File: src/rtl/scroll_cfg_pkg.sv
/*
 * scroll line engine configuration
 * line geometry, memory port widths, tile size codes and register map
 */
`default_nettype none

package scroll_cfg_pkg;

    localparam int line_pixels = 448;   // visible pixels, buffer 0 to 447
    localparam int buf_aw      = 9;
    localparam int map_aw      = 13;    // row, column, word select
    localparam int rom_aw      = 20;    // ROM word address
    localparam int axi_aw      = 5;

    // one-hot tile size held in ctrl[2:0]
    localparam logic [2:0] size_8  = 3'b001;
    localparam logic [2:0] size_16 = 3'b010;
    localparam logic [2:0] size_32 = 3'b100;

    // register byte offsets
    localparam logic [axi_aw-1:0] reg_ctrl   = 5'h00;   // size, flip
    localparam logic [axi_aw-1:0] reg_hpos   = 5'h04;
    localparam logic [axi_aw-1:0] reg_vpos   = 5'h08;
    localparam logic [axi_aw-1:0] reg_bank   = 5'h0c;   // offset, mask, limit
    localparam logic [axi_aw-1:0] reg_status = 5'h10;

endpackage

`default_nettype wire

File: src/rtl/scroll_gfx_pkg.sv
/*
 * scroll graphics formats
 * tile attribute fields, pixel word layout and planar ROM words
 */
`default_nettype none

package scroll_gfx_pkg;

    // attribute word of a tile map entry
    localparam int attr_pal_lsb   = 0;
    localparam int attr_pal_w     = 5;
    localparam int attr_hflip_bit = 5;
    localparam int attr_vflip_bit = 6;
    localparam int attr_group_lsb = 7;    // two bits of priority group

    localparam int colour_w = 4;
    localparam int pixel_w  = 11;         // group, palette, colour

    // a ROM word holds 8 pixels as four planes of one byte each
    localparam int rom_dw          = 32;
    localparam int pixels_per_word = 8;

    localparam logic [colour_w-1:0] unmapped_colour = 4'hf;

    // colour of the leftmost pixel, or the rightmost one when flipped
    function automatic logic [colour_w-1:0] plane_colour(
        input logic [rom_dw-1:0] w,
        input logic              hflip
    );
        return hflip ? {w[24], w[16], w[8], w[0]} : {w[31], w[23], w[15], w[7]};
    endfunction

endpackage

`default_nettype wire

File: src/rtl/scroll_regs.sv
/*
 * scroll register block
 * AXI4-Lite slave for control, scroll position and bank mapping,
 * plus a sticky line done flag
 */
`timescale 1ns/10ps
`default_nettype none

module scroll_regs
    import scroll_cfg_pkg::*;
(
    input  wire               clk,
    input  wire               rst,
    input  wire [axi_aw-1:0]  awaddr,
    input  wire               awvalid,
    output logic              awready,
    input  wire [31:0]        wdata,
    input  wire [3:0]         wstrb,
    input  wire               wvalid,
    output logic              wready,
    output logic [1:0]        bresp,
    output logic              bvalid,
    input  wire               bready,
    input  wire [axi_aw-1:0]  araddr,
    input  wire               arvalid,
    output logic              arready,
    output logic [31:0]       rdata,
    output logic [1:0]        rresp,
    output logic              rvalid,
    input  wire               rready,
    input  wire               line_done,
    input  wire               line_start,
    output logic [2:0]        size,
    output logic              flip,
    output logic [15:0]       hpos,
    output logic [15:0]       vpos,
    output logic [3:0]        bank_offset,
    output logic [3:0]        bank_mask,
    output logic [3:0]        bank_limit
);

logic [15:0] ctrl_r;
logic [15:0] bank_r;
logic        done_r;
logic        wr_go;
logic        rd_go;
logic [31:0] rd_word;

function automatic logic [15:0] merge(
    input logic [15:0] old,
    input logic [15:0] data,
    input logic [1:0]  strb
);
    return {strb[1] ? data[15:8] : old[15:8], strb[0] ? data[7:0] : old[7:0]};
endfunction

// write needs address and data together, one response outstanding
assign wr_go   = awvalid && wvalid && !bvalid;
assign awready = wr_go;
assign wready  = wr_go;
assign rd_go   = arvalid && !rvalid;
assign arready = rd_go;
assign bresp   = 2'b00;     // always OKAY
assign rresp   = 2'b00;

assign size        = ctrl_r[2:0];
assign flip        = ctrl_r[8];
assign bank_offset = bank_r[3:0];
assign bank_mask   = bank_r[7:4];
assign bank_limit  = bank_r[11:8];

always_comb begin
    case (araddr)
        reg_ctrl:   rd_word = {16'h0, ctrl_r};
        reg_hpos:   rd_word = {16'h0, hpos};
        reg_vpos:   rd_word = {16'h0, vpos};
        reg_bank:   rd_word = {16'h0, bank_r};
        reg_status: rd_word = {31'h0, done_r};
        default:    rd_word = 32'h0;
    endcase
end

always_ff @(posedge clk or posedge rst) begin
    if (rst) begin
        ctrl_r <= {13'h0, size_8};
        hpos   <= 16'h0;
        vpos   <= 16'h0;
        bank_r <= 16'h0;
        done_r <= 1'b0;
        bvalid <= 1'b0;
        rvalid <= 1'b0;
        rdata  <= 32'h0;
    end else begin
        if (wr_go) begin
            bvalid <= 1'b1;
            case (awaddr)
                reg_ctrl: ctrl_r <= merge(ctrl_r, wdata[15:0], wstrb[1:0]);
                reg_hpos: hpos   <= merge(hpos, wdata[15:0], wstrb[1:0]);
                reg_vpos: vpos   <= merge(vpos, wdata[15:0], wstrb[1:0]);
                reg_bank: bank_r <= merge(bank_r, wdata[15:0], wstrb[1:0]);
                default: ;        // status and holes are read only
            endcase
        end else if (bready) begin
            bvalid <= 1'b0;
        end
        if (rd_go) begin
            rvalid <= 1'b1;
            rdata  <= rd_word;
        end else if (rready) begin
            rvalid <= 1'b0;
        end
        if (line_start) begin
            done_r <= 1'b0;
        end else if (line_done) begin
            done_r <= 1'b1;
        end
    end
end

endmodule

`default_nettype wire

File: src/rtl/tile_fetch.sv
/*
 * tile fetch stage
 * reads the code and attribute words of each tile map entry and
 * hands the pixel stage a mapped ROM base, one tile ahead
 */
`timescale 1ns/10ps
`default_nettype none

module tile_fetch
    import scroll_cfg_pkg::*;
    import scroll_gfx_pkg::*;
(
    input  wire                   clk,
    input  wire                   rst,
    input  wire                   start,
    input  wire                   stop,
    input  wire [2:0]             size,
    input  wire                   flip,
    input  wire [8:0]             vrender,
    input  wire [15:0]            hpos,
    input  wire [15:0]            vpos,
    input  wire [3:0]             bank_offset,
    input  wire [3:0]             bank_mask,
    input  wire [3:0]             bank_limit,
    output logic [map_aw-1:0]     map_addr,
    input  wire [15:0]            map_data,
    output logic                  tile_valid,
    output logic [rom_aw-1:0]     rom_base,
    output logic                  first_half,
    output logic                  tile_hflip,
    output logic [attr_pal_w-1:0] tile_pal,
    output logic [1:0]            tile_group,
    output logic                  tile_unmapped,
    output logic [4:0]            skip,
    input  wire                   tile_ready,
    input  wire                   line_end
);

typedef enum logic [2:0] {st_idle, st_code, st_attr, st_dec, st_hold} state_t;

state_t            st;
logic [5:0]        row_r;
logic [5:0]        col_r;
logic [4:0]        fine_r;      // pixel row inside the tile
logic [15:0]       code_r;
logic [8:0]        attr_r;
logic [8:0]        attr_w;
logic [8:0]        line_n;
logic [15:0]       vn;
logic [5:0]        row_c;
logic [5:0]        col_c;
logic [4:0]        skip_c;
logic [4:0]        prow;
logic [rom_aw-1:0] pre_addr;
logic [3:0]        top;
logic              push;

// first tile row, column and fine scroll of the line
always_comb begin
    line_n = flip ? {vrender[8], ~vrender[7:0]} : vrender;
    vn     = vpos + {7'd0, line_n};
    case (size)
        size_16: begin
            row_c  = vn[9:4];
            col_c  = hpos[9:4];
            skip_c = {1'b0, hpos[3:0]};
        end
        size_32: begin
            row_c  = vn[10:5];
            col_c  = hpos[10:5];
            skip_c = hpos[4:0];
        end
        default: begin  // 8x8, also any size that is not one-hot
            row_c  = vn[8:3];
            col_c  = hpos[8:3];
            skip_c = {2'b0, hpos[2:0]};
        end
    endcase
end

// attributes come straight from the map, or from attr_r while held
assign attr_w = (st == st_dec) ? map_data[8:0] : attr_r;
assign push   = (st == st_dec || st == st_hold) && (!tile_valid || tile_ready);

always_comb begin
    prow = fine_r ^ {5{attr_w[attr_vflip_bit]}};
    case (size)
        size_16: pre_addr = {code_r, prow[3:0]};
        size_32: pre_addr = {code_r[13:0], prow, 1'b0};  // word bit from pixel stage
        default: pre_addr = {1'b0, code_r, prow[2:0]};
    endcase
    top = pre_addr[rom_aw-1 -: 4];
end

always_ff @(posedge clk or posedge rst) begin
    if (rst) begin
        st         <= st_idle;
        tile_valid <= 1'b0;
        map_addr   <= '0;
    end else begin
        if (tile_valid && tile_ready) begin
            tile_valid <= 1'b0;
        end
        case (st)
            st_idle: begin
                if (start) begin
                    map_addr <= {row_c, col_c, 1'b0};
                    st       <= st_code;
                end
            end
            st_code: begin
                map_addr[0] <= 1'b1;   // attribute word next
                st          <= st_attr;
            end
            st_attr: st <= st_dec;
            default: begin
                if (push) begin
                    tile_valid <= 1'b1;
                    map_addr   <= {row_r, col_r + 6'd1, 1'b0};
                    st         <= st_code;
                end else begin
                    st <= st_hold;     // pixel stage still busy
                end
            end
        endcase
        if (stop || line_end) begin
            st         <= st_idle;
            tile_valid <= 1'b0;
        end
    end
end

always_ff @(posedge clk) begin
    if (st == st_idle && start) begin
        row_r  <= row_c;
        col_r  <= col_c;
        fine_r <= vn[4:0];
        skip   <= skip_c;
    end
    if (st == st_attr) begin
        code_r <= map_data;
    end
    if (st == st_dec) begin
        attr_r <= map_data[8:0];
    end
    if (push) begin
        col_r         <= col_r + 6'd1;     // wraps at 64
        rom_base      <= {(top & bank_mask) | bank_offset, pre_addr[rom_aw-5:0]};
        tile_unmapped <= top > bank_limit;
        first_half    <= attr_w[attr_hflip_bit];
        tile_hflip    <= attr_w[attr_hflip_bit];
        tile_pal      <= attr_w[attr_pal_lsb +: attr_pal_w];
        tile_group    <= attr_w[attr_group_lsb +: 2];
    end
end

endmodule

`default_nettype wire

File: src/rtl/pixel_fetch.sv
/*
 * pixel fetch stage
 * requests the ROM words of each tile in flip order, unpacks the
 * planar pixels and writes them to the line buffer
 */
`timescale 1ns/10ps
`default_nettype none

module pixel_fetch
    import scroll_cfg_pkg::*;
    import scroll_gfx_pkg::*;
(
    input  wire                   clk,
    input  wire                   rst,
    input  wire                   stop,
    input  wire [2:0]             size,
    input  wire                   tile_valid,
    input  wire [rom_aw-1:0]      rom_base,
    input  wire                   first_half,
    input  wire                   tile_hflip,
    input  wire [attr_pal_w-1:0]  tile_pal,
    input  wire [1:0]             tile_group,
    input  wire                   tile_unmapped,
    input  wire [4:0]             skip,
    output logic                  tile_ready,
    output logic                  rom_cs,
    output logic [rom_aw-1:0]     rom_addr,
    output logic                  rom_half,
    input  wire [rom_dw-1:0]      rom_data,
    input  wire                   rom_ok,
    output logic                  buf_wr,
    output logic [buf_aw-1:0]     buf_addr,
    output logic [pixel_w-1:0]    buf_data,
    output logic                  line_end,
    output logic                  done
);

logic                        run;         // first tile of the line taken
logic                        cur_valid;   // tile still has words to request
logic [1:0]                  step;
logic [rom_aw-1:0]           cur_base;
logic                        cur_half;
logic                        cur_hflip;
logic                        cur_unmapped;
logic [pixel_w-colour_w-1:0] cur_pre;     // group and palette
logic                        hold_full;
logic [rom_dw-1:0]           hold_data;
logic                        hold_hflip;
logic                        hold_unmapped;
logic [pixel_w-colour_w-1:0] hold_pre;
logic [rom_dw-1:0]           shift_r;
logic                        sh_hflip;
logic                        sh_unmapped;
logic [pixel_w-colour_w-1:0] sh_pre;
logic [3:0]                  sh_cnt;      // pixels left in shift_r
logic [buf_aw-1:0]           pos;
logic                        is16;
logic                        is32;
logic                        last_step;
logic                        accept;
logic                        issue;
logic                        take;
logic                        drain;
logic                        load;
logic [colour_w-1:0]         colour;

assign is16      = size == size_16;
assign is32      = size == size_32;
assign last_step = is32 ? (step == 2'd3) : (!is16 || step[0]);

assign tile_ready = tile_valid && !cur_valid;
assign accept     = tile_valid && tile_ready;
assign issue      = cur_valid && !rom_cs && !hold_full;
assign take       = rom_cs && rom_ok;
assign drain      = sh_cnt != 4'd0;
assign load       = hold_full && sh_cnt <= 4'd1;   // refill on the last pixel
assign line_end   = stop || (buf_wr && buf_addr == buf_aw'(line_pixels - 1));

assign colour = sh_unmapped ? unmapped_colour : plane_colour(shift_r, sh_hflip);

always_ff @(posedge clk or posedge rst) begin
    if (rst) begin
        run       <= 1'b0;
        cur_valid <= 1'b0;
        step      <= 2'd0;
        rom_cs    <= 1'b0;
        hold_full <= 1'b0;
        sh_cnt    <= 4'd0;
        buf_wr    <= 1'b0;
        done      <= 1'b0;
    end else begin
        done   <= line_end;
        buf_wr <= drain;
        if (accept) begin
            cur_valid <= 1'b1;
            step      <= 2'd0;
            run       <= 1'b1;
        end
        if (issue) begin
            rom_cs <= 1'b1;   // held until rom_ok
        end
        if (take) begin
            rom_cs    <= 1'b0;
            hold_full <= 1'b1;
            step      <= step + 2'd1;
            cur_valid <= !last_step;
        end
        if (drain) begin
            sh_cnt <= sh_cnt - 4'd1;
        end
        if (load) begin
            hold_full <= 1'b0;
            sh_cnt    <= 4'(pixels_per_word);
        end
        if (line_end) begin
            run       <= 1'b0;
            cur_valid <= 1'b0;
            rom_cs    <= 1'b0;
            hold_full <= 1'b0;
            sh_cnt    <= 4'd0;
            buf_wr    <= 1'b0;
        end
    end
end

always_ff @(posedge clk) begin
    if (accept) begin
        cur_base     <= rom_base;
        cur_half     <= first_half;
        cur_hflip    <= tile_hflip;
        cur_unmapped <= tile_unmapped;
        cur_pre      <= {tile_group, tile_pal};
        if (!run) begin
            pos <= buf_aw'(0) - buf_aw'(skip);   // fine scroll, wraps below 0
        end
    end
    if (issue) begin
        // 32x32 visits (half, word) 00 10 01 11, reversed when flipped
        rom_addr <= {cur_base[rom_aw-1:1], is32 ? step[1] ^ cur_hflip : cur_base[0]};
        rom_half <= cur_half ^ ((is16 || is32) && step[0]);
    end
    if (take) begin
        hold_data     <= rom_data;
        hold_hflip    <= cur_hflip;
        hold_unmapped <= cur_unmapped;
        hold_pre      <= cur_pre;
    end
    if (drain) begin
        buf_addr <= pos;
        buf_data <= {sh_pre, colour};
        pos      <= pos + 1'b1;
        shift_r  <= sh_hflip ? shift_r >> 1 : shift_r << 1;
    end
    if (load) begin
        shift_r     <= hold_data;
        sh_hflip    <= hold_hflip;
        sh_unmapped <= hold_unmapped;
        sh_pre      <= hold_pre;
    end
end

endmodule

`default_nettype wire

File: src/rtl/scroll_line_top.sv
/*
 * scroll line engine top
 * register block feeding the tile and pixel fetch stages
 */
`timescale 1ns/10ps
`default_nettype none

module scroll_line_top
    import scroll_cfg_pkg::*;
    import scroll_gfx_pkg::*;
(
    input  wire                clk,
    input  wire                rst,
    input  wire [axi_aw-1:0]   awaddr,
    input  wire                awvalid,
    output wire                awready,
    input  wire [31:0]         wdata,
    input  wire [3:0]          wstrb,
    input  wire                wvalid,
    output wire                wready,
    output wire [1:0]          bresp,
    output wire                bvalid,
    input  wire                bready,
    input  wire [axi_aw-1:0]   araddr,
    input  wire                arvalid,
    output wire                arready,
    output wire [31:0]         rdata,
    output wire [1:0]          rresp,
    output wire                rvalid,
    input  wire                rready,
    input  wire                start,
    input  wire                stop,
    input  wire [8:0]          vrender,
    output wire [map_aw-1:0]   map_addr,
    input  wire [15:0]         map_data,
    output wire                rom_cs,
    output wire [rom_aw-1:0]   rom_addr,
    output wire                rom_half,
    input  wire [rom_dw-1:0]   rom_data,
    input  wire                rom_ok,
    output wire                buf_wr,
    output wire [buf_aw-1:0]   buf_addr,
    output wire [pixel_w-1:0]  buf_data,
    output wire                done
);

// register fields
wire [2:0]             size;
wire                   flip;
wire [15:0]            hpos;
wire [15:0]            vpos;
wire [3:0]             bank_offset;
wire [3:0]             bank_mask;
wire [3:0]             bank_limit;

// tile descriptor between the stages
wire                   tile_valid;
wire                   tile_ready;
wire [rom_aw-1:0]      rom_base;
wire                   first_half;
wire                   tile_hflip;
wire [attr_pal_w-1:0]  tile_pal;
wire [1:0]             tile_group;
wire                   tile_unmapped;
wire [4:0]             skip;
wire                   line_end;

scroll_regs scroll_regs_inst (
    .line_done  (done),
    .line_start (start),
    .*
);

tile_fetch tile_fetch_inst (
    .*
);

pixel_fetch pixel_fetch_inst (
    .*
);

endmodule

`default_nettype wire

File: config.mk
export PLATFORM = sky130hd
export DESIGN_NAME = scroll_line_top
export DESIGN_NICKNAME = d
export VERILOG_FILES = /design/src/rtl/scroll_cfg_pkg.sv /design/src/rtl/scroll_gfx_pkg.sv /design/src/rtl/scroll_regs.sv /design/src/rtl/tile_fetch.sv /design/src/rtl/pixel_fetch.sv /design/src/rtl/scroll_line_top.sv
export SDC_FILE = /design/constraint.sdc
export NUM_CORES = 1
export LEC_CHECK = 0
export BUFFER_PORTS_ARGS = -buffer_cell sky130_fd_sc_hd__buf_2
export CAP_MARGIN = 30
export CORE_UTILIZATION = 60
export DETAILED_ROUTE_END_ITERATION = 10
export GPL_TIMING_DRIVEN = 0
export PLACE_DENSITY = 0.83
export SYNTH_ARGS = -nofsm -noshare
export SYNTH_HDL_FRONTEND = slang
export SYNTH_SLANG_ARGS = --single-unit
File: constraint.sdc
create_clock -name clk -period 5.6 [get_ports clk]
set_clock_uncertainty 0.1 [all_clocks]
set_input_delay 0.84 -clock clk [delete_from_list [all_inputs] [get_ports clk]]
set_output_delay 0.84 -clock clk [all_outputs]
set_load 0.01 [all_outputs]
; Yosys cells after proc, flatten, opt, wreduce, memory -nomap -nowiden
; Index checks and enable logic that the tools add are counted.
; Widths: inputs -> output; s select.
[op_classes]
reduce_logical = 58
n_lt_le_gt_ge = 2
shifts = 0
n_addsub = 6
bitwise_logic = 8
muxes = 52
n_mul = 0
eq_ne = 18
n_div = 0
[ops]
columns = operator, count
row1 = $mux 32, 3
row2 = $pmux 16 s5, 1
row3 = $pmux 20 s2, 1
row4 = $mux 9, 4
row5 = $reduce_and 3->1, 10
row6 = $mux 13, 2
row7 = $pmux 12 s2, 1
row8 = $pmux 6 s2, 2
row9 = $mux 1, 23
row10 = $eq 5x4->1 const B, 4
row11 = $reduce_bool 2->1, 9
row12 = $mux 4, 4
row13 = $reduce_bool 3->1, 5
row14 = $logic_and 1x1->1, 13
row15 = $mux 6, 2
row16 = $add 11x9->11, 1
row17 = $eq 5x3->1 const B, 2
row18 = $logic_not 5->1, 2
row19 = $pmux 5 s2, 1
row20 = $add 9x1->9 const B, 1
row21 = $eq 3x2->1 const B, 3
row22 = $eq 9x9->1 const B, 1
row23 = $mux 3, 3
row24 = $pmux 3 s3, 1
row25 = 28 further kinds, 45
[word_totals]
latch_bits = 0
regBits = 365
romBits = 0
out_inout_bits = 98
ramBits = 0
n_memories = 0
word_cells = 197

; Logic depth before layout (Yosys ltp)
[logic_depth]
depth_word = 7
depth_mapped = 11

; By module
; Synthesis repeated with hierarchy kept, for this count alone.
[hier_totals]
hier_cells = 1034
area_unflattened_um2 = 15058.2
[modules_own_cells]
columns = mod, seq_area_each_um2, area_per_inst_um2, n_inst, cells_each
row1 = pixel_fetch, 5165.0, 6626.4, 1, 395
row2 = tile_fetch, 2617.5, 4564.4, 1, 381
row3 = scroll_regs, 2078.2, 3867.5, 1, 258

; Worst setup path before layout
; Ideal clock, no wire load.
[synth_timing]
path_kind = register to register
startpoint = register pixel_fetch_inst.cur_valid
endpoint = register pixel_fetch_inst.pos[0], enable pin
synth_period_minus_slack_ns = 3.134
arrival_time_ns = 2.646
setup_ns = 0.387
stages_incl_launch_ff = 4
path_slack_ns = 2.466
required_ns = 5.113
path_cell_list = dfrtp_1 > nor2b_1 > inv_1 > o21ai_0
[synth_via]
elab_chain_len = 5
[synth_rtl]
columns = item, line_no
row1 = start: declaration, pixel_fetch.sv:39  ; logic cur_valid;
row2 = start signal: assignment, pixel_fetch.sv:106  ; cur_valid <= !last_step;
row3 = $logic_not 1->1, pixel_fetch.sv:71  ; assign tile_ready = tile_valid && !cur_valid;
row4 = $logic_and 1x1->1, pixel_fetch.sv:71
row5 = $logic_and 1x1->1, pixel_fetch.sv:72  ; assign accept = tile_valid && tile_ready;
row6 = named net pixel_fetch_inst.accept, pixel_fetch.sv:60  ; logic accept;
row7 = $reduce_bool 2->1 (no source line), n/a
row8 = $reduce_and 2->1 (no source line), n/a
row9 = end signal: assignment, pixel_fetch.sv:134  ; pos <= buf_aw'(0) - buf_aw'(skip);
row10 = end signal: assignment, pixel_fetch.sv:151  ; pos <= pos + 1'b1;
row11 = end: declaration, pixel_fetch.sv:56  ; logic [buf_aw-1:0] pos;
; The timed path passes the listed nets, and every way through them passes these cells.
; A chain may end at the register's enable or synchronous reset.

; Worst setup path after layout
[layout_timing]
startpoint = register scroll_regs_inst.ctrl_r[8]
endpoint = register tile_fetch_inst.map_addr[11]
[layout_via]
elab_chain_len = 5
[layout_rtl]
columns = item, line_no
row1 = start: declaration, scroll_regs.sv:42  ; logic [15:0] ctrl_r;
row2 = start signal: assignment, scroll_regs.sv:85  ; ctrl_r <= {13'h0, size_8};
row3 = start signal: assignment, scroll_regs.sv:97  ; reg_ctrl: ctrl_r <= merge(ctrl_r, wdata[15:0], wstrb[1:0]);
row4 = $mux 8, tile_fetch.sv:60  ; line_n = flip ? {vrender[8], ~vrender[7:0]} : vrender;
row5 = $add 11x9->11, tile_fetch.sv:61  ; vn = vpos + {7'd0, line_n};
row6 = $pmux 6 s2, tile_fetch.sv:62  ; case (size)
row7 = named net tile_fetch_inst.row_c[4], tile_fetch.sv:50  ; logic [5:0] row_c;
row8 = $mux 13, tile_fetch.sv:106  ; if (start) begin
row9 = $pmux 12 s2, tile_fetch.sv:104  ; case (st)
row10 = end signal: assignment, tile_fetch.sv:107  ; map_addr <= {row_c, col_c, 1'b0};
row11 = end signal: assignment, tile_fetch.sv:119  ; map_addr <= {row_r, col_r + 6'd1, 1'b0};
row12 = end: declaration, tile_fetch.sv:25  ; output logic [map_aw-1:0] map_addr,
; The timed path passes the listed nets, and every way through them passes these cells. The select of a mux whose other input is x is not followed.

==> reports/summary.md <==
The run finished with clean final reports. The most instantiated flip-flop cell in the synthesis netlist is edfxtp_1. Count of buffers added by post-CTS timing repair for setup: 0. The logs give 211 for the number of ports placed on the die boundary and 48,700 um for the global-route wire length before repair.

For the number of vias in the routed layout, the log shows 9,360. The slowest stage of the critical path is the clkbuf_1 cell. The first detailed-routing pass took 6 iterations.

For the maximum buffer depth of the clock tree, the log shows 3. Setup repair after global routing left no endpoint under its margin. Synthesis produced 1,056 cells. The die covers 24,900 um^2.

The setup path with the least slack is of type flop to flop. After filler insertion, the fill cell instance count of the layout stands at 1,563. The congestion estimate from routability-driven global placement came to 0.810.

The core region area was 23,700 um^2; the leakage dissipation was 7.33 nW. In this run, post-CTS repair resized a total of 0 instances. The root cell of the clock tree is clkbuf_16. The maximum fanout along the worst path was 10; the relative slew slack was 32.1%.

Counting every sink on the clock net gives 349. The power density over cell area was 436 nW/um^2; the minimum period implied by the final worst setup slack was 3.48 ns. The fraction of synthesized cell area taken by the top area cell type was 46.9%.

Number of vias per cell after detailed routing: 5.70. The floorplan step set the die height to 158 um. The worst setup path is captured at a flop. Entering global routing, the biggest net connects 70 pins.

The run gives 0 as the number of hold violations in the final report. The run gives 0 as the count of antenna-violating nets left after detailed routing. Sorting the synthesized cells by area gives the leading types as edfxtp_1 47%, dfrtp_1 19%, mux2_2 5.5%. The share of the Yosys chip area taken by registers is 67.4%. The largest single stage delay on the critical path is 0.54 ns.

The die is 158 um wide. Overflow left after global routing: 0. TritonCTS built the clock tree. Clock-pin slew was measured on the worst setup and hold paths at 0.06 ns.

Data on the critical path arrives at its endpoint at 3.78 ns. The ratio of final minimum period to clock period was 62.2%; the number of buffer and inverter stages on the critical path was 2. In this run the mean area of a mapped cell was 13.8 um^2. In this run the core area contains 56 standard-cell rows. The fraction of layout instances using a drive strength above 1 works out to 27.2%.

The maximum VDD drop is 0.000230 V. The number of violations of the max-capacitance limit is 0, and the layout overhead on the synthesized area is 18.1%. The half-perimeter wire length after placement is 21,300 um. The post-route DRC violation count was 0. Hold buffer count at cts: 0.

Input and output buffers added on the ports amount to 171. Setup violations remaining at the end of the flow were counted as 0. The signal on the critical path passes through clkbuf_1 > xor2_1 > ha_1 > inv_1 > fa_1 > nand2b_1 > a21o_1 > a31oi_1 > nand2_1 > a221o_1 > a211o_1.

The number of nets in the layout is 1,423, and the share of flip-flops with an asynchronous set or reset after synthesis is 32.1%. The synthesized design contains 349 register bits. Cell class contributing the biggest share of worst-path delay: compound AO/OA/AOI/OAI gates. The run gives 14,600 um^2 as the synthesized area.

In the final timing run, aggregate negative setup slack is 0 ns. Number of levels the H-tree was split into: 2. The logs give 61.6% for the initial core utilization and 287 MHz for the achievable frequency. Counting flops with a built-in enable in the synthesized netlist gives 228. On the final layout, the worst hold slack is 0.292 ns. The finished cells cover 17,200 um^2.

Global routing used 25.8% of the available tracks across all layers. The detail-routed net length per standard cell was 19.2 um; the Yosys warning count was 0. Synthesis instantiated 68 different standard cells from the library. The measured slew at the worst slew-check pin is 1.02 ns. Summing all placed instances gives a cell area of 16,000 um^2. The most frequent standard cell in the layout excluding fill and tap cells is edfxtp_1. Library cell with the largest summed area after synthesis: edfxtp_1.

The tools report the required time at the endpoint of the critical path as 5.89 ns. The type of element launching the critical path is a flop. The clock network latency to the later pin of the worst-skew pair came out at 0.52 ns.

The library cells used most frequently in the layout, excluding fill and tap cells, are 228 x edfxtp_1, 182 x buf_2, 125 x nand2_1, 111 x dfrtp_1, 71 x mux2_2. Number of global-route vias before repair: 9,172. The number of pins with negative max-slew slack in the final report was 0. The DRC marker count from the first detailed-route iteration was 701; the initial antenna violation count was 5.

In this run, CTS created clock tree buffers numbering 37. The routed design has 31,600 um of wire. The min-delay analysis places its worst path in the category input port to async pin.
==> power by group <==
part           internal (mW)  leakage, nW  switching, mW
Clock                   1.47        0.598          0.962
Combinational          0.534         3.02          0.824
Sequential              3.43         3.71          0.290
Total                   5.43         7.33           2.08
==> Yosys cell counts (14+ instances only) <==
cell type  count
a21oi_1       39
nor2_1        42
xnor2_1       16
nor3_1        14
a22o_1        25
xor2_1        21
dfrtp_1      111
mux2i_1       38
a22oi_1       15
nand2_1      125
inv_1         30
edfxtp_1     228
buf_4         22
mux2_2        71
ha_1          20
clkbuf_1      23
a222oi_1      16
o21ai_0       61
==> registers in the layout (all words and copies together) (netlist names), 11 cells and up <==
signal / count
pixel_fetch_inst.buf_data: 11
pixel_fetch_inst.cur_base: 20
pixel_fetch_inst.hold_data: 32
pixel_fetch_inst.rom_addr: 20
pixel_fetch_inst.shift_r: 32
scroll_regs_inst.bank_r: 16
scroll_regs_inst.ctrl_r: 16
scroll_regs_inst.hpos: 16
scroll_regs_inst.rdata: 16
scroll_regs_inst.vpos: 16
tile_fetch_inst.code_r: 16
tile_fetch_inst.map_addr: 13
tile_fetch_inst.rom_base: 20
==> final timing paths <==
path                                                     from  slack (ns)  cells after the start                        endpoint
worst max register to register     scroll_regs_inst.ctrl_r[8]        2.12                     11    tile_fetch_inst.map_addr[11]
worst min-delay path                                      rst        0.29                      2      scroll_regs_inst.rdata[13]
worst min register to register  pixel_fetch_inst.cur_unmapped        0.31                      0  pixel_fetch_inst.hold_unmapped
worst max-delay path               scroll_regs_inst.ctrl_r[8]        2.12                     11    tile_fetch_inst.map_addr[11]
max in group asynchronous                                 rst        4.35                      3           tile_fetch_inst.st[1]
min in group clk                pixel_fetch_inst.cur_unmapped        0.31                      0  pixel_fetch_inst.hold_unmapped
==> worst register-to-register path: cells and delay by family (launching register included) <==
kind | cells | cell delay [ns]
XOR/XNOR | 1 | 0.21
buffers and inverters | 2 | 0.61
adder cells (fa/ha/maj) | 2 | 0.62
AO/OA/AOI/OAI | 4 | 1.13
AND/OR/NAND/NOR | 2 | 0.36
flip-flops | 1 | 0.32
==> logic make-up (layout without fill, tap and decap cells) <==
| group | Yosys count | in the layout | share of synthesized area, % |
|---|---|---|---|
| DFF | 349 | 349 | 67.4 |
| and+or+nand+nor | 246 | 246 | 7.78 |
| AOI/OAI and AO/OA | 198 | 198 | 9.25 |
| muxes | 112 | 112 | 8.40 |
| buffers and inverters | 92 | 335 | 3.08 |
| xor gates and xnor gates | 37 | 37 | 2.22 |
| adders and majority gates | 21 | 21 | 1.85 |
| other | 1 | 25 | 0.0257 |
==> per-layer routing <==
metal	wire length (um)	up-vias	GRT usage [%]	share of wire, %
met3	2120	66	5.12	6.7
met5	8	-	0	0.025
met1	13200	4565	33.7	42
met4	905	2	9.43	2.9
li1	-	4340	-	-
met2	15400	387	43.1	49
==> final cells by class <==
type | count | area (um^2) | area share (%)
clock buffers | 57 | 1110 | 6.46
diodes | 5 | 12.5 | 0.0726
well taps | 319 | 399 | 2.32
flip-flops and latches | 349 | 9830 | 57.1
inverters | 32 | 123 | 0.712
plain buffers | 60 | 329 | 1.91
repair buffers | 175 | 917 | 5.32
clock inverters | 11 | 113 | 0.654
multi-input cells | 634 | 4390 | 25.5
==> stage by stage <==
| stage | setup slack (ns) | std cells | utilization (%) | total power [mW] |
|---|---|---|---|---|
| floorplan | 1.70 | 1075 | - | 4.56 |
| CTS | 2.15 | 1637 | 72.7 | 7.55 |
| global route | 1.93 | 1638 | 72.7 | 7.83 |
| detailed placement | 2.17 | 1569 | 67.5 | 5.10 |
| finish | 2.12 | 1642 | 72.7 | 7.50 |
| global placement | 0.442 | 1565 | 67.2 | 4.98 |
Power figures use the tool's default switching activity.
